`config.mk`:
```
export PLATFORM = sky130hd
export DESIGN_NAME = decode_top
export DESIGN_NICKNAME = d
export VERILOG_FILES = /design/src/common/decode_pkg.sv /design/src/decode/imm_gen.sv /design/src/decode/decoder.sv /design/src/decode/decode_stage.sv /design/src/verilog/decode_top.sv
export SDC_FILE = /design/constraint.sdc
export NUM_CORES = 1
export LEC_CHECK = 0
export BUFFER_PORTS_ARGS = -buffer_cell sky130_fd_sc_hd__buf_2
export CAP_MARGIN = 20
export CORE_UTILIZATION = 50
export CTS_CLUSTER_SIZE = 28
export DETAILED_ROUTE_END_ITERATION = 10
export PLACE_DENSITY = 0.78
export SYNTH_ARGS = -nofsm -noshare
export SYNTH_HDL_FRONTEND = slang
export SYNTH_HIERARCHICAL = 1
export SYNTH_SLANG_ARGS = --single-unit
export TNS_END_PERCENT = 30
```
`constraint.sdc`:
```
create_clock -name clock -period 1.51 [get_ports clock]
set_clock_uncertainty 0.15 [all_clocks]
set_input_delay 0.453 -clock clock [delete_from_list [all_inputs] [get_ports clock]]
set_output_delay 0.453 -clock clock [all_outputs]
set_load 0.01 [all_outputs]
```
`src/common/decode_pkg.sv`:
```
package decode_pkg;

	// one instruction word seen through each RV32 format
	typedef union packed {
		struct packed {
			logic [6:0] funct7;
			logic [4:0] rs2;
			logic [4:0] rs1;
			logic [2:0] funct3;
			logic [4:0] rd;
			logic [6:0] opcode;
		} r;
		struct packed {
			logic [11:0] imm;
			logic [4:0]  rs1;
			logic [2:0]  funct3;
			logic [4:0]  rd;
			logic [6:0]  opcode;
		} i;
		struct packed {
			logic [6:0] imm11_5;
			logic [4:0] rs2;
			logic [4:0] rs1;
			logic [2:0] funct3;
			logic [4:0] imm4_0;
			logic [6:0] opcode;
		} s;
		struct packed {
			logic       imm12;
			logic [5:0] imm10_5;
			logic [4:0] rs2;
			logic [4:0] rs1;
			logic [2:0] funct3;
			logic [3:0] imm4_1;
			logic       imm11;
			logic [6:0] opcode;
		} b;
		struct packed {
			logic [19:0] imm;
			logic [4:0]  rd;
			logic [6:0]  opcode;
		} u;
		struct packed {
			logic       imm20;
			logic [9:0] imm10_1;
			logic       imm11;
			logic [7:0] imm19_12;
			logic [4:0] rd;
			logic [6:0] opcode;
		} j;
	} inst_t;

	typedef enum logic [1:0] {
		FU_ALU,
		FU_BTU,
		FU_LSU,
		FU_MULT
	} fu_t;

	typedef enum logic [4:0] {
		ALU_ADD, ALU_SUB, ALU_SLT, ALU_SLTU, ALU_AND,
		ALU_OR, ALU_XOR, ALU_SLL, ALU_SRL, ALU_SRA,
		BTU_JAL, BTU_JALR, BTU_BEQ, BTU_BNE,
		BTU_BLT, BTU_BGE, BTU_BLTU, BTU_BGEU,
		MULT_MUL, MULT_MULH, MULT_MULHSU, MULT_MULHU,
		LSU_LB, LSU_LH, LSU_LW, LSU_LBU,
		LSU_LHU, LSU_SB, LSU_SH, LSU_SW
	} func_t;

	typedef enum logic [2:0] {
		IMM_I,
		IMM_S,
		IMM_B,
		IMM_U,
		IMM_J
	} imm_fmt_t;

	typedef struct packed {
		logic [4:0] src1;
		logic [4:0] src2;
		logic [4:0] dest;
	} arch_reg_t;

	typedef struct packed {
		logic        valid;
		fu_t         fu;
		func_t       func;
		arch_reg_t   arch_reg;
		logic [31:0] imm;
		logic        rs1_valid;
		logic        rs2_valid;
		logic        imm_valid;
		logic        pc_valid;
	} decoded_pack_t;

	// a bubble, also the contents of an empty stage register
	localparam decoded_pack_t NOOP_PACK = '{
		valid: 1'b0, fu: FU_ALU, func: ALU_ADD, arch_reg: '0, imm: '0,
		rs1_valid: 1'b0, rs2_valid: 1'b0, imm_valid: 1'b0, pc_valid: 1'b0
	};

	// major opcodes
	localparam logic [6:0] OP_LUI    = 7'b0110111;
	localparam logic [6:0] OP_AUIPC  = 7'b0010111;
	localparam logic [6:0] OP_JAL    = 7'b1101111;
	localparam logic [6:0] OP_JALR   = 7'b1100111;
	localparam logic [6:0] OP_BRANCH = 7'b1100011;
	localparam logic [6:0] OP_LOAD   = 7'b0000011;
	localparam logic [6:0] OP_STORE  = 7'b0100011;
	localparam logic [6:0] OP_IMM    = 7'b0010011;
	localparam logic [6:0] OP_REG    = 7'b0110011;
	localparam logic [6:0] OP_SYSTEM = 7'b1110011;

	// funct3 for the integer ops, both immediate and register forms
	localparam logic [2:0] F3_ADD_SUB = 3'b000;
	localparam logic [2:0] F3_SLL     = 3'b001;
	localparam logic [2:0] F3_SLT     = 3'b010;
	localparam logic [2:0] F3_SLTU    = 3'b011;
	localparam logic [2:0] F3_XOR     = 3'b100;
	localparam logic [2:0] F3_SRL_SRA = 3'b101;
	localparam logic [2:0] F3_OR      = 3'b110;
	localparam logic [2:0] F3_AND     = 3'b111;

	localparam logic [2:0] F3_BEQ  = 3'b000;
	localparam logic [2:0] F3_BNE  = 3'b001;
	localparam logic [2:0] F3_BLT  = 3'b100;
	localparam logic [2:0] F3_BGE  = 3'b101;
	localparam logic [2:0] F3_BLTU = 3'b110;
	localparam logic [2:0] F3_BGEU = 3'b111;

	// loads and stores share the width encoding
	localparam logic [2:0] F3_BYTE  = 3'b000;
	localparam logic [2:0] F3_HALF  = 3'b001;
	localparam logic [2:0] F3_WORD  = 3'b010;
	localparam logic [2:0] F3_BYTEU = 3'b100;
	localparam logic [2:0] F3_HALFU = 3'b101;

	localparam logic [2:0] F3_JALR   = 3'b000;
	localparam logic [2:0] F3_MUL    = 3'b000;
	localparam logic [2:0] F3_MULH   = 3'b001;
	localparam logic [2:0] F3_MULHSU = 3'b010;
	localparam logic [2:0] F3_MULHU  = 3'b011;
	localparam logic [2:0] F3_CSRRW  = 3'b001;
	localparam logic [2:0] F3_CSRRS  = 3'b010;
	localparam logic [2:0] F3_CSRRC  = 3'b011;

	localparam logic [6:0] FUNCT7_BASE   = 7'b0000000;
	localparam logic [6:0] FUNCT7_ALT    = 7'b0100000;
	localparam logic [6:0] FUNCT7_MULDIV = 7'b0000001;

	localparam logic [31:0] WFI_INST = 32'h1050_0073;

endpackage

```
`src/decode/imm_gen.sv`:
```
`timescale 1ns/100ps

module imm_gen import decode_pkg::*; (
	input  inst_t       inst,
	input  imm_fmt_t    fmt,
	output logic [31:0] imm
);

	logic [31:0] imm_i;
	logic [31:0] imm_s;
	logic [31:0] imm_b;
	logic [31:0] imm_u;
	logic [31:0] imm_j;

	// bit 31 of the word is the sign in every format
	assign imm_i = {{20{inst.i.imm[11]}}, inst.i.imm};
	assign imm_s = {{20{inst.s.imm11_5[6]}}, inst.s.imm11_5, inst.s.imm4_0};

	// branch and jump offsets are halfword aligned
	assign imm_b = {{19{inst.b.imm12}}, inst.b.imm12, inst.b.imm11,
		inst.b.imm10_5, inst.b.imm4_1, 1'b0};
	assign imm_j = {{11{inst.j.imm20}}, inst.j.imm20, inst.j.imm19_12,
		inst.j.imm11, inst.j.imm10_1, 1'b0};

	assign imm_u = {inst.u.imm, 12'b0};

	always_comb begin
		case (fmt)
			IMM_I:   imm = imm_i;
			IMM_S:   imm = imm_s;
			IMM_B:   imm = imm_b;
			IMM_U:   imm = imm_u;
			IMM_J:   imm = imm_j;
			default: imm = '0;
		endcase
	end

endmodule

```
`src/decode/decoder.sv`:
```
`timescale 1ns/100ps

module decoder import decode_pkg::*; #(
	parameter int PC_WIDTH = 32
) (
	input  logic                in_valid,
	input  inst_t               inst,
	input  logic [PC_WIDTH-1:0] in_pc,
	output logic                csr_op,
	output logic                halt,
	output logic                illegal,
	output logic [PC_WIDTH-1:0] out_pc,
	output decoded_pack_t       decoded_pack
);

	imm_fmt_t    fmt;
	logic [31:0] imm;
	decoded_pack_t pack;

	imm_gen u_imm_gen (
		.inst (inst),
		.fmt  (fmt),
		.imm  (imm)
	);

	// the PC is not part of the packet and travels beside it
	assign out_pc = in_pc;

	// immediate format follows the major opcode alone
	always_comb begin
		case (inst.r.opcode)
			OP_STORE:         fmt = IMM_S;
			OP_BRANCH:        fmt = IMM_B;
			OP_LUI, OP_AUIPC: fmt = IMM_U;
			OP_JAL:           fmt = IMM_J;
			default:          fmt = IMM_I;
		endcase
	end

	always_comb begin
		pack = NOOP_PACK;
		csr_op = 1'b0;
		halt = 1'b0;
		illegal = 1'b0;

		if (in_valid) begin
			case (inst.r.opcode)
				OP_LUI, OP_AUIPC: begin
					pack.arch_reg.dest = inst.u.rd;
					pack.imm_valid = 1'b1;
					pack.pc_valid = (inst.r.opcode == OP_AUIPC);
				end
				OP_JAL: begin
					pack.fu = FU_BTU;
					pack.func = BTU_JAL;
					pack.arch_reg.dest = inst.j.rd;
					pack.imm_valid = 1'b1;
					pack.pc_valid = 1'b1;
				end
				OP_JALR: begin
					pack.fu = FU_BTU;
					pack.func = BTU_JALR;
					pack.arch_reg.src1 = inst.i.rs1;
					pack.arch_reg.dest = inst.i.rd;
					pack.rs1_valid = 1'b1;
					pack.imm_valid = 1'b1;
					pack.pc_valid = 1'b1;
					illegal = (inst.i.funct3 != F3_JALR);
				end
				OP_BRANCH: begin
					pack.fu = FU_BTU;
					pack.arch_reg.src1 = inst.b.rs1;
					pack.arch_reg.src2 = inst.b.rs2;
					pack.rs1_valid = 1'b1;
					pack.rs2_valid = 1'b1;
					pack.imm_valid = 1'b1;
					pack.pc_valid = 1'b1;
					case (inst.b.funct3)
						F3_BEQ:  pack.func = BTU_BEQ;
						F3_BNE:  pack.func = BTU_BNE;
						F3_BLT:  pack.func = BTU_BLT;
						F3_BGE:  pack.func = BTU_BGE;
						F3_BLTU: pack.func = BTU_BLTU;
						F3_BGEU: pack.func = BTU_BGEU;
						default: illegal = 1'b1;
					endcase
				end
				OP_LOAD: begin
					pack.fu = FU_LSU;
					pack.arch_reg.src1 = inst.i.rs1;
					pack.arch_reg.dest = inst.i.rd;
					pack.rs1_valid = 1'b1;
					pack.imm_valid = 1'b1;
					case (inst.i.funct3)
						F3_BYTE:  pack.func = LSU_LB;
						F3_HALF:  pack.func = LSU_LH;
						F3_WORD:  pack.func = LSU_LW;
						F3_BYTEU: pack.func = LSU_LBU;
						F3_HALFU: pack.func = LSU_LHU;
						default:  illegal = 1'b1;
					endcase
				end
				OP_STORE: begin
					// stores write no register
					pack.fu = FU_LSU;
					pack.arch_reg.src1 = inst.s.rs1;
					pack.arch_reg.src2 = inst.s.rs2;
					pack.rs1_valid = 1'b1;
					pack.rs2_valid = 1'b1;
					pack.imm_valid = 1'b1;
					case (inst.s.funct3)
						F3_BYTE: pack.func = LSU_SB;
						F3_HALF: pack.func = LSU_SH;
						F3_WORD: pack.func = LSU_SW;
						default: illegal = 1'b1;
					endcase
				end
				OP_IMM: begin
					pack.arch_reg.src1 = inst.i.rs1;
					pack.arch_reg.dest = inst.i.rd;
					pack.rs1_valid = 1'b1;
					pack.imm_valid = 1'b1;
					case (inst.i.funct3)
						F3_ADD_SUB: pack.func = ALU_ADD;
						F3_SLT:     pack.func = ALU_SLT;
						F3_SLTU:    pack.func = ALU_SLTU;
						F3_XOR:     pack.func = ALU_XOR;
						F3_OR:      pack.func = ALU_OR;
						F3_AND:     pack.func = ALU_AND;
						F3_SLL: begin
							pack.func = ALU_SLL;
							illegal = (inst.r.funct7 != FUNCT7_BASE);
						end
						// upper immediate bits pick logical or arithmetic shift
						default: begin
							if (inst.r.funct7 == FUNCT7_BASE)
								pack.func = ALU_SRL;
							else if (inst.r.funct7 == FUNCT7_ALT)
								pack.func = ALU_SRA;
							else
								illegal = 1'b1;
						end
					endcase
				end
				OP_REG: begin
					pack.arch_reg.src1 = inst.r.rs1;
					pack.arch_reg.src2 = inst.r.rs2;
					pack.arch_reg.dest = inst.r.rd;
					pack.rs1_valid = 1'b1;
					pack.rs2_valid = 1'b1;
					case (inst.r.funct7)
						FUNCT7_BASE: begin
							case (inst.r.funct3)
								F3_ADD_SUB: pack.func = ALU_ADD;
								F3_SLL:     pack.func = ALU_SLL;
								F3_SLT:     pack.func = ALU_SLT;
								F3_SLTU:    pack.func = ALU_SLTU;
								F3_XOR:     pack.func = ALU_XOR;
								F3_SRL_SRA: pack.func = ALU_SRL;
								F3_OR:      pack.func = ALU_OR;
								default:    pack.func = ALU_AND;
							endcase
						end
						FUNCT7_ALT: begin
							if (inst.r.funct3 == F3_ADD_SUB)
								pack.func = ALU_SUB;
							else if (inst.r.funct3 == F3_SRL_SRA)
								pack.func = ALU_SRA;
							else
								illegal = 1'b1;
						end
						FUNCT7_MULDIV: begin
							// only the multiplies, divides are not supported
							pack.fu = FU_MULT;
							case (inst.r.funct3)
								F3_MUL:    pack.func = MULT_MUL;
								F3_MULH:   pack.func = MULT_MULH;
								F3_MULHSU: pack.func = MULT_MULHSU;
								F3_MULHU:  pack.func = MULT_MULHU;
								default:   illegal = 1'b1;
							endcase
						end
						default: illegal = 1'b1;
					endcase
				end
				OP_SYSTEM: begin
					// halt and csr words keep the noop packet
					if (inst == WFI_INST)
						halt = 1'b1;
					else if (inst.i.funct3 == F3_CSRRW || inst.i.funct3 == F3_CSRRS ||
							inst.i.funct3 == F3_CSRRC)
						csr_op = 1'b1;
					else
						illegal = 1'b1;
				end
				default: illegal = 1'b1;
			endcase

			// a rejected word leaves no partial fields behind
			if (illegal)
				pack = NOOP_PACK;
			else
				pack.valid = 1'b1;
		end

		if (pack.imm_valid)
			pack.imm = imm;
	end

	assign decoded_pack = pack;

endmodule

```
`src/decode/decode_stage.sv`:
```
`timescale 1ns/100ps

module decode_stage import decode_pkg::*; #(
	parameter int PC_WIDTH = 32
) (
	input  logic                clock,
	input  logic                rst_n,
	input  logic                flush,
	input  decoded_pack_t       in_pack,
	input  logic [PC_WIDTH-1:0] in_pc,
	input  logic                in_csr_op,
	input  logic                in_halt,
	input  logic                in_illegal,
	output decoded_pack_t       out_pack,
	output logic [PC_WIDTH-1:0] out_pc,
	output logic                out_csr_op,
	output logic                out_illegal,
	output logic                halted
);

	logic accept;

	// once halted nothing new enters, flush wins over any input
	assign accept = ~flush & ~halted;

	always_ff @(posedge clock or negedge rst_n) begin
		if (!rst_n) begin
			out_pack <= NOOP_PACK;
			out_csr_op <= 1'b0;
			out_illegal <= 1'b0;
		end else if (accept) begin
			out_pack <= in_pack;
			out_csr_op <= in_csr_op;
			out_illegal <= in_illegal;
		end else begin
			out_pack <= NOOP_PACK;
			out_csr_op <= 1'b0;
			out_illegal <= 1'b0;
		end
	end

	// sticky until reset
	always_ff @(posedge clock or negedge rst_n) begin
		if (!rst_n)
			halted <= 1'b0;
		else if (accept && in_halt)
			halted <= 1'b1;
	end

	// pc only matters beside a packet, so it just holds otherwise
	always_ff @(posedge clock) begin
		if (accept)
			out_pc <= in_pc;
	end

endmodule

```
`src/verilog/decode_top.sv`:
```
`timescale 1ns/100ps

module decode_top import decode_pkg::*; #(
	parameter int PC_WIDTH = 32
) (
	input  logic                clock,
	input  logic                rst_n,
	input  logic                in_valid,
	input  inst_t               inst,
	input  logic [PC_WIDTH-1:0] in_pc,
	input  logic                flush,
	output decoded_pack_t       decoded_pack,
	output logic [PC_WIDTH-1:0] out_pc,
	output logic                out_csr_op,
	output logic                out_illegal,
	output logic                halted
);

	decoded_pack_t       dec_pack;
	logic [PC_WIDTH-1:0] dec_pc;
	logic                dec_csr_op;
	logic                dec_halt;
	logic                dec_illegal;

	decoder #(
		.PC_WIDTH (PC_WIDTH)
	) u_decoder (
		.in_valid     (in_valid),
		.inst         (inst),
		.in_pc        (in_pc),
		.csr_op       (dec_csr_op),
		.halt         (dec_halt),
		.illegal      (dec_illegal),
		.out_pc       (dec_pc),
		.decoded_pack (dec_pack)
	);

	decode_stage #(
		.PC_WIDTH (PC_WIDTH)
	) u_decode_stage (
		.clock       (clock),
		.rst_n       (rst_n),
		.flush       (flush),
		.in_pack     (dec_pack),
		.in_pc       (dec_pc),
		.in_csr_op   (dec_csr_op),
		.in_halt     (dec_halt),
		.in_illegal  (dec_illegal),
		.out_pack    (decoded_pack),
		.out_pc      (out_pc),
		.out_csr_op  (out_csr_op),
		.out_illegal (out_illegal),
		.halted      (halted)
	);

endmodule

```
Word-level counts from Yosys, hierarchy flattened. Cells that the tools add are included. W data, S select, Z words.

Register bits: 94. Output and inout bits: 94. Word-level logic and storage cells: 115. Input port bits: 68.

Muxes and demuxes: 52. Reduce and logical (&&, ||, !) cells: 21. Bitwise gates (word level): 3. Eq/ne operators: 24.

Operator list (number): $pmux W32 S5 (1); $mux W59 (2); $pmux W5 S7 (2); $mux W58 (1); $eq A32 B29 Y1 const B (1); $mux W32 (1); $pmux W5 S3 (2); $pmux W5 S6 (1); $eq A7 B6 Y1 const B (4); $eq A7 B7 Y1 const B (4); $pmux W4 S7 (1); $mux W1 (25); $pmux W5 S5 (1); $mux W5 (4); $pmux W5 S4 (1); $reduce_or A6 Y1 (3); $eq A3 B3 Y1 const B (5); $eq A7 B5 Y1 const B (2); $eq A3 B2 Y1 const B (4); $mux W4 (3); $pmux W3 S4 (1); $reduce_or A3 Y1 (4); $pmux W1 S8 (1); $reduce_or A8 Y1 (1); 19 further kinds (25).

Depth between registers and ports, before layout. Gate-level depths: netlist of run 1.

Depth in word-level cells: 11. Gate-level depth with buffers: 14. Gate-level depth less buffers: 10.

Hierarchy. Netlist of run 1, hierarchy kept.

By module, submodules not included: decode_stage (cells an instance 164, area an instance 2949.1 µm², sequential area each 2512.4 µm², instances 1); decoder (cells an instance 304, area an instance 1764.2 µm², sequential area each 0.0 µm², instances 1); imm_gen (cells an instance 94, area an instance 540.5 µm², sequential area each 0.0 µm², instances 1).

Least setup slack after synthesis of run 1. Ideal clock, no wire load.

Kind: input-to-reg. Start: in inst[6] in the netlist's numbering. End: reg u_decode_stage/out_pack[16] in the netlist's numbering. Stages on the path: 12. Arrival: 2497 ps. Slack: -1202 ps. Path buffers: 4. Required time: 1294 ps. Library setup time: 66 ps. Cells stage by stage: clkbuf_1 clkbuf_1 or2_2 a211oi_1 buf_2 and2_1 buf_2 a21oi_1 o22ai_1 inv_1 nor3_1 and2_1.

RTL lines: from (decl) (line decode_top.sv:9) `input inst_t inst,`; to (signal assigned) (line decode_stage.sv:32) `out_pack <= in_pack;`; to (decl) (line decode_stage.sv:14) `output decoded_pack_t out_pack,`.

==> metrics, run 1 <==
combinational cell fraction of total power=15.7%; worst setup slack after layout=-889.9 ps; per-instance average area after synthesis=9.348 µm²; worst hold path stage count=1; PD cells=762.5 mW/mm²; ratio of cells with drive above 1 in the final layout=41.92%; Compound-Gate Fraction of Synth Area=10.07%; number of placement rows=37; number of unique standard cell types used by synthesis=62; met1 layer usage reported by global route=33.98%; global placer's final weighted congestion=0.9483; run status=finished, violations left; overall track demand over capacity in global routing=28.43%; # DRC=0; unrepaired setup endpoints after global routing=true; CP required=1670 ps; violation count after the first detailed-routing iteration=264; CTS sink count=94; number of antenna violations at the first check in global routing=1; cell-internal power=4.077 mW; largest family of logic cells by synthesized area=simple AND/OR/NAND/NOR gates; Die Y-Extent=104.5 µm; largest net degree at the start of global routing=63; core outline area=0.01028 mm²; post-synthesis share of cell area spent on xor and xnor gates=0.1667%; commonest register cell after synthesis=sky130_fd_sc_hd__dfrtp_1; Detail Route Antenna Nets=0; multiplexer share of the synthesized area=1.238%; wire length after detailed routing=15220 µm; clock tree from TritonCTS=built; number of standard cells after synthesis=562; Critical Path Source=inst[26]; number of warnings printed during yosys synthesis=6; I/O pin count=162; remaining global-route overflow=0; origin of the worst min-delay path=in_pc[18]; Net Count, Synth=630; final worst-path cycle share=158.9%; synthesized-area fraction occupied by adder cells=0.2143%; HPWL after detailed placement=11460 µm; 1st-pass router iterations=5; share of async-settable or async-resettable flops after synthesis=65.96%; WL/cell=16.60 µm; MaxCap Viol Count=0; met3 capacity usage during global routing=5.075%; min Tclk post-route=2400 ps; Chip Width=104.5 µm; final hold violation count=0; r2r worst-path depth=2; IO Port Bufs=161; setup slack after placement=-1266 ps; core utilization of the finished layout=69.00%; Reg-to-Reg Start=u_decode_stage/halted$_DFFE_PN0P_; global route hottest layer=met2; worst-case headroom to the max-slew limit=70.25%; detailed-route via count=4814; Setup Viol. Count Final=63; DIE AREA=0.01092 mm²; sequential cell fraction of total power=50.5%; Max Root-Sink Buffers=2; net switching share of the total power=24.60%; clock latency at the later pin of the worst-skew pair=370 ps; peak supply drop=0.0004568 V; count of nets after finishing=843; global-route wire length before repair=23980 µm; Critical Setup Path Class=primary input to flop; CP startpoint kind=primary input; TritonCTS buffer count=9; Reg clk slew, reported paths=90 ps; Via-to-Cell Ratio=5.250; area of the mapped netlist=0.005254 mm²; Root Buffer=sky130_fd_sc_hd__clkbuf_8; Hold Path Class=primary input to flop; met2 routing resource usage after global routing=49.76%; switching power=1.330 mW; actual slew at the worst max-slew pin=444.2 ps; simple logic cell fraction of the synthesized area=28.17%; relative area change from synthesis to final layout=34.98%; Critical Path AT=2560 ps; number of storage elements in the synthesis netlist=94; violated checks=negative setup slack; share of the yosys chip area belonging to registers=47.82%; count of filler cells inserted in the layout=834; f_max=416.7 MHz; Post-synth EDFFs=32; vias in the first global route=4796; starting utilization of the core area=51.12%; leakage power=3.587 nW; number of max-slew violations in the final report=0; H-Tree Depth=3; nature of the critical path endpoint=flop; clock share of power=33.8%; largest fanout of any net on the critical path=46
-- final cells by class --
type | instances | area, µm² | area share [%]
Inverter | 52 | 195.2 | 2.752
Multi-Input combinational cell | 342 | 2203 | 31.07
Sequential cell | 94 | 2514 | 35.44
Tap cell | 136 | 170.2 | 2.399
Timing Repair Buffer | 276 | 1785 | 25.18
Antenna cell | 1 | 2.502 | 0.03529
Clock inverter | 5 | 80.08 | 1.129
Clock buffer | 11 | 141.4 | 1.994
-- routing by layer --
metal	vias up	wire length, µm	part of all wire, %
met5	-	0	0
met4	0	478	3.1
met3	35	837	5.5
met2	180	7827	51
met1	2297	6080	40
li1	2302	-	-
-- power groups by stage --
stage / combinational, mW / sequential [mW] / clock [mW]
finish: 0.851 / 2.73 / 1.83
global placement: 0.801 / 2.78 / 0
detailed placement: 0.820 / 2.78 / 0
CTS: 0.843 / 2.73 / 1.86
global route: 0.921 / 2.74 / 1.97
floorplan: 0.361 / 2.83 / 0
-- through the flow --
step	cell area (µm²)	hold slack [ps]	TNS, ps	power (mW)	std cells
after global routing	7092	83.07	-53490	5.631	917
after global placement	6716	322.4	-69790	3.583	897
after detailed placement	6716	338.4	-72160	3.605	897
final	7092	102.9	-49570	5.407	917
after floorplan	5303	7.409	-56610	3.190	562
after CTS	7054	84.96	-46780	5.438	916
-- final timing paths --
| kind | end | slack, ps |
|---|---|---|
| max reg2reg | u_decode_stage/out_pc[29]$_DFFE_PP_ | 150 |
| min in group asynchronous | u_decode_stage/out_pack[30]$_DFF_PN0_ | 480 |
| max in group asynchronous | u_decode_stage/halted$_DFFE_PN0P_ | 450 |
| min | u_decode_stage/out_pc[18]$_DFFE_PP_ | 100 |
| min reg2reg | u_decode_stage/halted$_DFFE_PN0P_ | 400 |
| max | u_decode_stage/out_pack[26]$_DFF_PN0_ | -890 |
-- critical path, stage by stage --
cell and delay [ps]:
sky130_fd_sc_hd__buf_6 90, sky130_fd_sc_hd__or4_4 560, sky130_fd_sc_hd__or4_4 530, sky130_fd_sc_hd__a21boi_4 180, sky130_fd_sc_hd__nand4_4 130, sky130_fd_sc_hd__buf_12 230
sky130_fd_sc_hd__nor3_1 200, sky130_fd_sc_hd__and2_1 150
-- cell usage after synthesis, drive strengths merged (2+ instances only) --
cell	number	share of area, %
nor4bb	2	0.38
mux2i	2	0.38
and4	2	0.33
a31oi	4	0.48
a21oi	28	2.7
inv	52	3.7
dfrtp	62	30
and3b	4	0.67
o22ai	15	1.8
nor4	5	0.71
o21a	2	0.29
and4b	2	0.38
o221ai	2	0.33
o21ai	8	0.76
nand4	6	0.83
nor2	20	1.6
mux2	4	0.86
nand2b	12	1.6
nand3	5	0.48
clkbuf	31	2.3
or3b	2	0.33
nor4b	2	0.33
buf	43	6.3
o21bai	2	0.29
nand3b	3	0.43
o32ai	2	0.33
nor3	56	5.9
nor2b	14	1.7
and2b	2	0.29
a21o	4	0.57
or3	4	0.48
or4	5	0.86
a211oi	5	0.71
nand2	34	2.4
edfxtp	32	18
and2	67	8.0
-- registers in the layout, indices dropped and copies added (netlist names) --
register                    flops
u_decode_stage/halted           1
u_decode_stage/out_csr_op       1
u_decode_stage/out_illegal      1
u_decode_stage/out_pack        59
u_decode_stage/out_pc          32
-- kinds of logic after synthesis --
logic type / count (synthesis)
simple gates: 251
buf+inv: 126
flops: 94
compound gates: 83
mux: 6
xor+xnor: 1
fa+ha+maj: 1
-- what timing repair did --
item	CTS	global route
pin swaps	8	2
cloned	1	0
setup buffers	1	0
resized for setup	17	7
setup endpoints to repair	78	113
hold buffers	1	0
hold endpoints to repair	62	0
-- layout by cell type (no fill, tap or decap), types with 5 or more instances in the layout --
cell type,count
sky130_fd_sc_hd__a21oi_1,28
sky130_fd_sc_hd__and2_1,67
sky130_fd_sc_hd__buf_12,7
sky130_fd_sc_hd__buf_2,158
sky130_fd_sc_hd__buf_4,105
sky130_fd_sc_hd__buf_6,5
sky130_fd_sc_hd__clkbuf_8,10
sky130_fd_sc_hd__dfrtp_1,61
sky130_fd_sc_hd__edfxtp_1,32
sky130_fd_sc_hd__inv_1,52
sky130_fd_sc_hd__nand2_1,34
sky130_fd_sc_hd__nand2b_1,11
sky130_fd_sc_hd__nand3_1,5
sky130_fd_sc_hd__nand4_1,5
sky130_fd_sc_hd__nor2_1,18
sky130_fd_sc_hd__nor2b_1,14
sky130_fd_sc_hd__nor3_1,42
sky130_fd_sc_hd__nor3_2,14
sky130_fd_sc_hd__o21ai_0,8
sky130_fd_sc_hd__o22ai_1,15
Power figures use the tool's default switching activity.
==> run 2, diff against run 1 <==
--- a/config.mk
+++ b/config.mk
@@ -5,12 +5,13 @@
 export SDC_FILE = /design/constraint.sdc
 export NUM_CORES = 1
 export LEC_CHECK = 0
+export ABC_AREA = 1
 export BUFFER_PORTS_ARGS = -buffer_cell sky130_fd_sc_hd__buf_2
 export CAP_MARGIN = 20
 export CORE_UTILIZATION = 50
 export CTS_CLUSTER_SIZE = 28
 export DETAILED_ROUTE_END_ITERATION = 10
-export PLACE_DENSITY = 0.78
+export PLACE_DENSITY = 0.77
 export SYNTH_ARGS = -nofsm -noshare
 export SYNTH_HDL_FRONTEND = slang
 export SYNTH_HIERARCHICAL = 1
==> run 2 against run 1 <==
  * The flow still finishes with violations (negative setup slack)
  * Combinational power fell by 9.4%
  * Critical path type unchanged
  * Largest cell class is now multi-input combinational cells
  * Highest routed layer unchanged
  * Area after synthesis rose by 7.0%
  * Non-clock buffer count rose by 27
  * Largest power group unchanged
==> metrics, run 2 <==
HPWL after detailed placement=11310 µm (-1.3%); Reg with most FFs=u_decode_stage/out_pack; origin of the worst min-delay path=in_pc[20]; count of nets after finishing=1020 (+21%); number of antenna violations at the first check in global routing=0 (-1); min Tclk post-route=1990 ps (-410.2 ps); final hold violation count=0 (unchanged); hold path endpoint=u_decode_stage/out_pc[20]$_DFFE_PP_; simple logic cell fraction of the synthesized area=35.18% (+7.0 points); Hold Path Class=primary input to flop; cell types with the highest counts after synthesis=sky130_fd_sc_hd__inv_1 (138), sky130_fd_sc_hd__nand2_1 (89), sky130_fd_sc_hd__nor2_1 (84); worst-case headroom to the max-slew limit=75.93% (+5.7 points); violated checks=negative setup slack; worst setup slack after layout=-479.7 ps (+410.2 ps); synthesized-area fraction occupied by adder cells=0% (-0.21 points); Critical Path AT=2130 ps (-430 ps); multiplexer share of the synthesized area=0% (-1.2 points); worst hold slack across all endpoints=104.8 ps (+1.961 ps); max reg flops=59 (unchanged); TritonCTS buffer count=9 (unchanged); CTS sink count=94 (unchanged); WL/cell=15.02 µm (-9.6%); number of unique standard cell types used by synthesis=30 (-52%); worst hold path stage count=1 (unchanged); largest net degree at the start of global routing=41 (-35%); most common cell after layout, fill and taps aside=sky130_fd_sc_hd__buf_2; final worst-path cycle share=131.8% (-27 points); largest family of logic cells by synthesized area=simple AND/OR/NAND/NOR gates; post-synthesis share of cell area spent on xor and xnor gates=0% (-0.17 points); clock tree from TritonCTS=built; Detail Route Antenna Nets=0 (unchanged); H-Tree Depth=3 (unchanged); Setup Viol. Count Final=62 (-1.6%); share of Yosys cell area claimed by the top area cell type=27.59% (-1.9 points); CP startpoint kind=primary input; Root Buffer=sky130_fd_sc_hd__clkbuf_8; Pwr Total=5.325 mW (-1.5%); Max Root-Sink Buffers=2 (unchanged); per-instance average area after synthesis=8.185 µm² (-12%); run status=finished, violations left; global placer's final weighted congestion=0.9067 (-4.4%); Antenna Cells=0 (-1); Compound-Gate Fraction of Synth Area=2.403% (-7.7 points); MaxCap Viol Count=0 (unchanged); number of standard cells after synthesis=687 (+22%); CP required=1650 ps (-20 ps); number of placement rows=38 (+2.7%); Via-to-Cell Ratio=4.996 (-4.8%); core utilization of the finished layout=77.41% (+8.4 points); nature of the critical path endpoint=flop; worst reg-to-reg setup slack=210 ps (+60 ps); leading registers by flop count=u_decode_stage/out_pack x59, u_decode_stage/out_pc x32; share of the yosys chip area belonging to registers=44.68% (-3.1 points); 1st-pass router iterations=5 (unchanged); IO Port Bufs=161 (unchanged); most frequent cells in the layout=sky130_fd_sc_hd__buf_2 (149), sky130_fd_sc_hd__buf_4 (115), sky130_fd_sc_hd__inv_1 (86); actual slew at the worst max-slew pin=357.2 ps (-86.93 ps); relative area change from synthesis to final layout=49.89%; Critical Setup Path Class=primary input to flop; ratio of cells with drive above 1 in the final layout=57.89% (+16 points); Reg-to-Reg Start=u_decode_stage/halted$_DFFE_PN0P_; r2r worst-path depth=4 (+2); dominant cells by area after synthesis=sky130_fd_sc_hd__dfrtp_1 (28%), sky130_fd_sc_hd__edfxtp_1 (17%), sky130_fd_sc_hd__inv_1 (9.2%); overall track demand over capacity in global routing=27.45% (-0.99 points); Die Y-Extent=108.0 µm (+3.4%); PD cells=631.8 mW/mm² (-17%); I/O pin count=162 (unchanged); peak supply drop=0.0005206 V (+14%); endpoint of the worst register-to-register path=u_decode_stage/out_pc[14]$_DFFE_PP_; global-route wire length before repair=24450 µm (+1.9%); most instantiated library cell after synthesis=sky130_fd_sc_hd__inv_1; commonest register cell after synthesis=sky130_fd_sc_hd__dfrtp_1; Reg clk slew, reported paths=100 ps (about the same); unrepaired setup endpoints after global routing=true; starting utilization of the core area=51.64% (+0.52 points); number of storage elements in the synthesis netlist=94 (unchanged); area of the mapped netlist=0.005623 mm² (+7.0%); DIE AREA=0.01167 mm² (+6.9%); share of async-settable or async-resettable flops after synthesis=65.96% (unchanged); wire length after detailed routing=16470 µm (+8.2%); detailed-route via count=5481 (+14%); remaining global-route overflow=0 (unchanged); vias in the first global route=5169 (+7.8%); clock latency at the later pin of the worst-skew pair=360 ps (about the same); Post-synth EDFFs=32 (unchanged); Chip Width=108.0 µm (+3.4%); violation count after the first detailed-routing iteration=350 (+33%); number of max-slew violations in the final report=0 (unchanged); core outline area=0.01089 mm² (+5.9%); f_max=502.6 MHz (+21%); leakage power=3.964 nW (+10%); post-synthesis cell type with the largest combined area=sky130_fd_sc_hd__dfrtp_1; Net Count, Synth=755 (+20%); number of warnings printed during yosys synthesis=6 (unchanged); # DRC=0 (unchanged); largest fanout of any net on the critical path=8 (-83%)
-- run 2: worst max-delay path by stage --
stage | startpoint | cells after the start | slack [ps] | end
finish | inst[31] | 14 | -480 | u_decode_stage/out_pack[28]$_DFF_PN0_
global route | inst[31] | 14 | -590 | u_decode_stage/out_pack[28]$_DFF_PN0_
CTS | inst[14] | 14 | -430 | u_decode_stage/out_pack[29]$_DFF_PN0_
detailed placement | inst[12] | 13 | -950 | u_decode_stage/out_pack[35]$_DFF_PN0_
global placement | inst[12] | 13 | -870 | u_decode_stage/out_pack[35]$_DFF_PN0_
floorplan | inst[3] | 12 | -510 | u_decode_stage/out_pack[10]$_DFF_PN0_
-- run 2: cell type report --
class,instances,area [µm²]
clock inverter,6,97.59
inverter,141,549.3
clock buffer,10,137.6
sequential,94,2512
fill,728,2460
timing repair buffer,303,2223
tap,140,175.2
multi-input combinational,403,2733
-- run 2: cell families (layout without fill, tap and decap cells) --
logic type / count (synthesis) / in the layout
simple gates: 376 / 380
buf+inv: 194 / 460
flops: 94 / 94
compound gates: 23 / 23
-- run 2: worst max-delay path, stage by stage --
cell and delay [ps]:
sky130_fd_sc_hd__buf_2 130, sky130_fd_sc_hd__nor2_4 170, sky130_fd_sc_hd__nand2_4 100, sky130_fd_sc_hd__inv_4 70
sky130_fd_sc_hd__nand2_2 60, sky130_fd_sc_hd__nand2_2 80, sky130_fd_sc_hd__nand3_2 100, sky130_fd_sc_hd__a21oi_4 230
sky130_fd_sc_hd__nand4_4 170, sky130_fd_sc_hd__buf_12 180, sky130_fd_sc_hd__buf_16 150, sky130_fd_sc_hd__nor2_4 80
sky130_fd_sc_hd__inv_2 40, sky130_fd_sc_hd__nor2_2 100
-- run 2: repair_timing --
item / CTS / global route
endpoints found under the hold margin: 62 / 0
gates resized for setup: 95 / 82
setup buffers: 20 / 10
setup endpoints to repair: 68 / 111
hold buffers: 1 / 0
pin swaps: 41 / 47
gates cloned: 6 / 0
-- run 2: through the flow --
| stage | area, µm² | TNS [ps] | setup slack (ps) | instances |
|---|---|---|---|---|
| global route | 8428 | -29250 | -592.8 | 1097 |
| finish | 8428 | -22830 | -479.7 | 1097 |
| global placement | 7243 | -48120 | -873.9 | 1046 |
| floorplan | 5776 | -40640 | -508.6 | 687 |
| CTS | 8069 | -20160 | -427.3 | 1088 |
| detailed placement | 7243 | -51110 | -954.9 | 1046 |
-- run 2: metal layers --
layer	wire (µm)	GRT usage [%]
met5	0	0
met4	813	15.66
met3	1069	4.461
met2	8427	48.23
met1	6162	31.58
-- run 2: power breakdown --
part | internal [mW] | switching (mW)
sequential | 2.63 | 0
combinational | 0.333 | 0.438
clock | 1.00 | 0.916
total | 3.97 | 1.35
==> run 3, diff against run 2 <==
--- a/config.mk
+++ b/config.mk
@@ -8,12 +8,12 @@
 export ABC_AREA = 1
 export BUFFER_PORTS_ARGS = -buffer_cell sky130_fd_sc_hd__buf_2
 export CAP_MARGIN = 20
-export CORE_UTILIZATION = 50
+export CORE_UTILIZATION = 53
 export CTS_CLUSTER_SIZE = 28
 export DETAILED_ROUTE_END_ITERATION = 10
-export PLACE_DENSITY = 0.77
+export PLACE_DENSITY = 0.81
 export SYNTH_ARGS = -nofsm -noshare
 export SYNTH_HDL_FRONTEND = slang
 export SYNTH_HIERARCHICAL = 1
 export SYNTH_SLANG_ARGS = --single-unit
-export TNS_END_PERCENT = 30
+export TNS_END_PERCENT = 20
==> constraint.sdc (replaced) <==
create_clock -name clock -period 1.51 [get_ports clock]
set_clock_uncertainty 0.15 [all_clocks]
set_input_delay 0.302 -clock clock [delete_from_list [all_inputs] [get_ports clock]]
set_output_delay 0.302 -clock clock [all_outputs]
set_load 0.01 [all_outputs]
==> run 3 against run 2 <==
  * Critical endpoint is now u_decode_stage/out_pack[11]$_DFF_PN0_
  * Sequential cell count unchanged
  * Clock power down 11%
  * Non-clock buffer count up 18
  * Setup slack better by 12 ps
  * The flow still finishes with violations (negative setup slack)
  * Register-to-register slack worse by 110 ps
==> metrics, run 3 (synthesized netlist as in run 2, its figures left out) <==
Critical Setup Path Class=primary input to flop; DRT met1 WL=6951 µm (+13%); Setup Viol. Count Final=60 (-3.2%); f_max=505.5 MHz (+0.59%); worst reg-to-reg setup slack=100 ps (-110 ps); Max Root-Sink Buffers=2 (unchanged); Hold Path Class=primary input to flop; worst setup slack after layout=-468.1 ps (+11.60 ps); buffer and inverter count on the worst path=7 (+2); starting utilization of the core area=54.47% (+2.8 points); overall track demand over capacity in global routing=31.31% (+3.9 points); r2r worst-path depth=4 (unchanged); clock tree from TritonCTS=built; Critical Path AT=2110 ps (-20 ps); DIE AREA=0.01103 mm² (-5.6%); final worst-path cycle share=131.0% (-0.77 points); wire length after detailed routing=19020 µm (+15%); worst hold path stage count=4 (+3); post-route non-filler standard cell count=1109 (+1.1%); CP startpoint kind=primary input; MaxCap Viol Count=0 (unchanged); Detail Route Antenna Nets=0 (unchanged); top layer reached by signal wires=met4; origin of the worst min-delay path=flush; I/O pin count=162 (unchanged); actual slew at the worst max-slew pin=410.6 ps (+53.34 ps); Critical Path Max Stage Delay=220 ps (about the same); number of placement rows=37 (-2.6%); # placed instances=1039 (-0.67%); Reg with most FFs=u_decode_stage/out_pack; global placer's final weighted congestion=0.9314 (+2.7%); largest fanout of any net on the critical path=4 (-4); Chip Width=105 µm (-2.8%); number of antenna violations at the first check in global routing=0 (unchanged); worst-case headroom to the max-slew limit=72.42% (-3.5 points); Antenna Cells=0 (unchanged); met3 WL=1433 µm (+34%); most common cell after layout, fill and taps aside=sky130_fd_sc_hd__buf_2; vias in the first global route=5423 (+4.9%); Reg-to-Reg Start=u_decode_stage/halted$_DFFE_PN0P_; relative area change from synthesis to final layout=49.58%; CP required=1640 ps (about the same); PD cells=614.4 mW/mm² (-2.8%); Critical Path Source=inst[4]; CTS sink count=94 (unchanged); H-Tree Depth=3 (unchanged); Cell Chain, Critical Path=buf_8 -> clkinvlp_4 -> nand2_2 -> nor2_4 -> nand2_2 -> nand2_2 -> buf_12 -> nor2_4 -> buf_12 -> buf_6 -> o21ai_0 -> nor2_1 -> inv_1 -> nor2_4 -> inv_2 -> nor2_2; max reg flops=59 (unchanged); violation count after the first detailed-routing iteration=489 (+40%); nature of the critical path endpoint=flop; IO Port Bufs=161 (unchanged); Met2 Wirelength=9565 µm (+14%); leading registers by flop count=u_decode_stage/out_pack x59, u_decode_stage/out_pc x32; Root Buffer=sky130_fd_sc_hd__clkbuf_8; Pwr Total=5.167 mW (-3.0%); # DRC=0 (unchanged); detailed-route via count=5822 (+6.2%); 1st-pass router iterations=6 (+1); total negative setup slack=-11970 ps (+10860 ps); Top delay family on crit path=simple AND/OR/NAND/NOR gates; peak supply drop=0.0005897 V (+13%); min Tclk post-route=1978 ps (-11.60 ps); HPWL after detailed placement=11380 µm (+0.67%); violated checks=negative setup slack; remaining global-route overflow=0 (unchanged); core outline area=0.01032 mm² (-5.2%); largest net degree at the start of global routing=63 (+54%); slowest stage cell on the critical path=sky130_fd_sc_hd__nor2_2; Die Y-Extent=105 µm (-2.8%); most frequent cells in the layout=sky130_fd_sc_hd__buf_2 (154), sky130_fd_sc_hd__buf_4 (104), sky130_fd_sc_hd__inv_1 (93); TritonCTS buffer count=9 (unchanged); final hold violation count=0 (unchanged); unrepaired setup endpoints after global routing=true; WL/cell=17.15 µm (+14%); leakage power=3.947 nW (-0.43%); ratio of cells with drive above 1 in the final layout=53.44% (-4.4 points); count of nets after finishing=1036 (+1.6%); global-route wire length before repair=26510 µm (+8.4%); run status=finished, violations left; worst hold slack across all endpoints=158.4 ps (+53.57 ps); Reg clk slew, reported paths=100 ps (about the same); hold path endpoint=u_decode_stage/halted$_DFFE_PN0P_; number of max-slew violations in the final report=0 (unchanged); Via-to-Cell Ratio=5.250 (+5.1%); clock latency at the later pin of the worst-skew pair=380 ps (+20 ps); endpoint of the worst register-to-register path=u_decode_stage/out_pc[7]$_DFFE_PP_
==> run 3: cell type report <==
cell class	instances	area (µm²)
well taps	136	170.2
flip-flops and latches	94	2512
clock buffers	9	123.9
repair buffers	321	2404
inverters	141	545.5
multi-input cells	401	2585
fillers	596	1913
clock inverters	7	70.07
==> run 3: layer usage <==
layer	global-route usage (%)	vias up
met1	36.27	2721
met4	14.59	0
met5	0	-
met3	6.363	100
met2	55.44	365
li1	-	2636
==> run 3: worst max path at each step <==
stage	to	slack (ps)	depth (start not counted)
floorplan	u_decode_stage/out_pack[10]$_DFF_PN0_	-360	12
global placement	u_decode_stage/out_pack[38]$_DFF_PN0_	-680	12
detailed placement	u_decode_stage/out_pack[3]$_DFF_PN0_	-680	12
CTS	u_decode_stage/out_pack[33]$_DFF_PN0_	-230	15
global route	u_decode_stage/out_pack[10]$_DFF_PN0_	-520	14
finish	u_decode_stage/out_pack[11]$_DFF_PN0_	-470	16
==> run 3: worst register-to-register path: stages (launching register included) <==
cell,delay (ps)
sky130_fd_sc_hd__dfrtp_1,430
sky130_fd_sc_hd__inv_2,140
sky130_fd_sc_hd__nand2_8,90
sky130_fd_sc_hd__clkinvlp_4,100
sky130_fd_sc_hd__buf_12,200
==> run 3: repair_timing <==
| item | 4_1_cts | 5_1_grt |
|---|---|---|
| endpoints found under the hold margin | 94 | 0 |
| gates cloned | 3 | 2 |
| pin swaps | 22 | 36 |
| setup endpoints to repair | 59 | 61 |
| resized for setup | 41 | 90 |
| buffers inserted | 10 | 6 |
| hold buffers | 33 | 0 |
==> run 3: metrics by stage <==
stage | setup WS [ps] | utilization [%] | area (µm²)
2_1_floorplan | -357.6 | - | 5779
3_3_place_gp | -679.3 | 69.93 | 7219
3_5_place_dp | -678.1 | 69.93 | 7219
4_1_cts | -228.4 | 78.14 | 8066
5_1_grt | -515.1 | 81.47 | 8411
6_report | -468.1 | 81.47 | 8411
==> run 3: power by group <==
part	total [mW]	switching, mW	internal, mW	leakage (nW)
sequential	2.63	0	2.63	1.15
combinational	0.827	0.445	0.382	2.70
clock	1.71	0.937	0.769	0.101
total	5.17	1.38	3.79	3.95
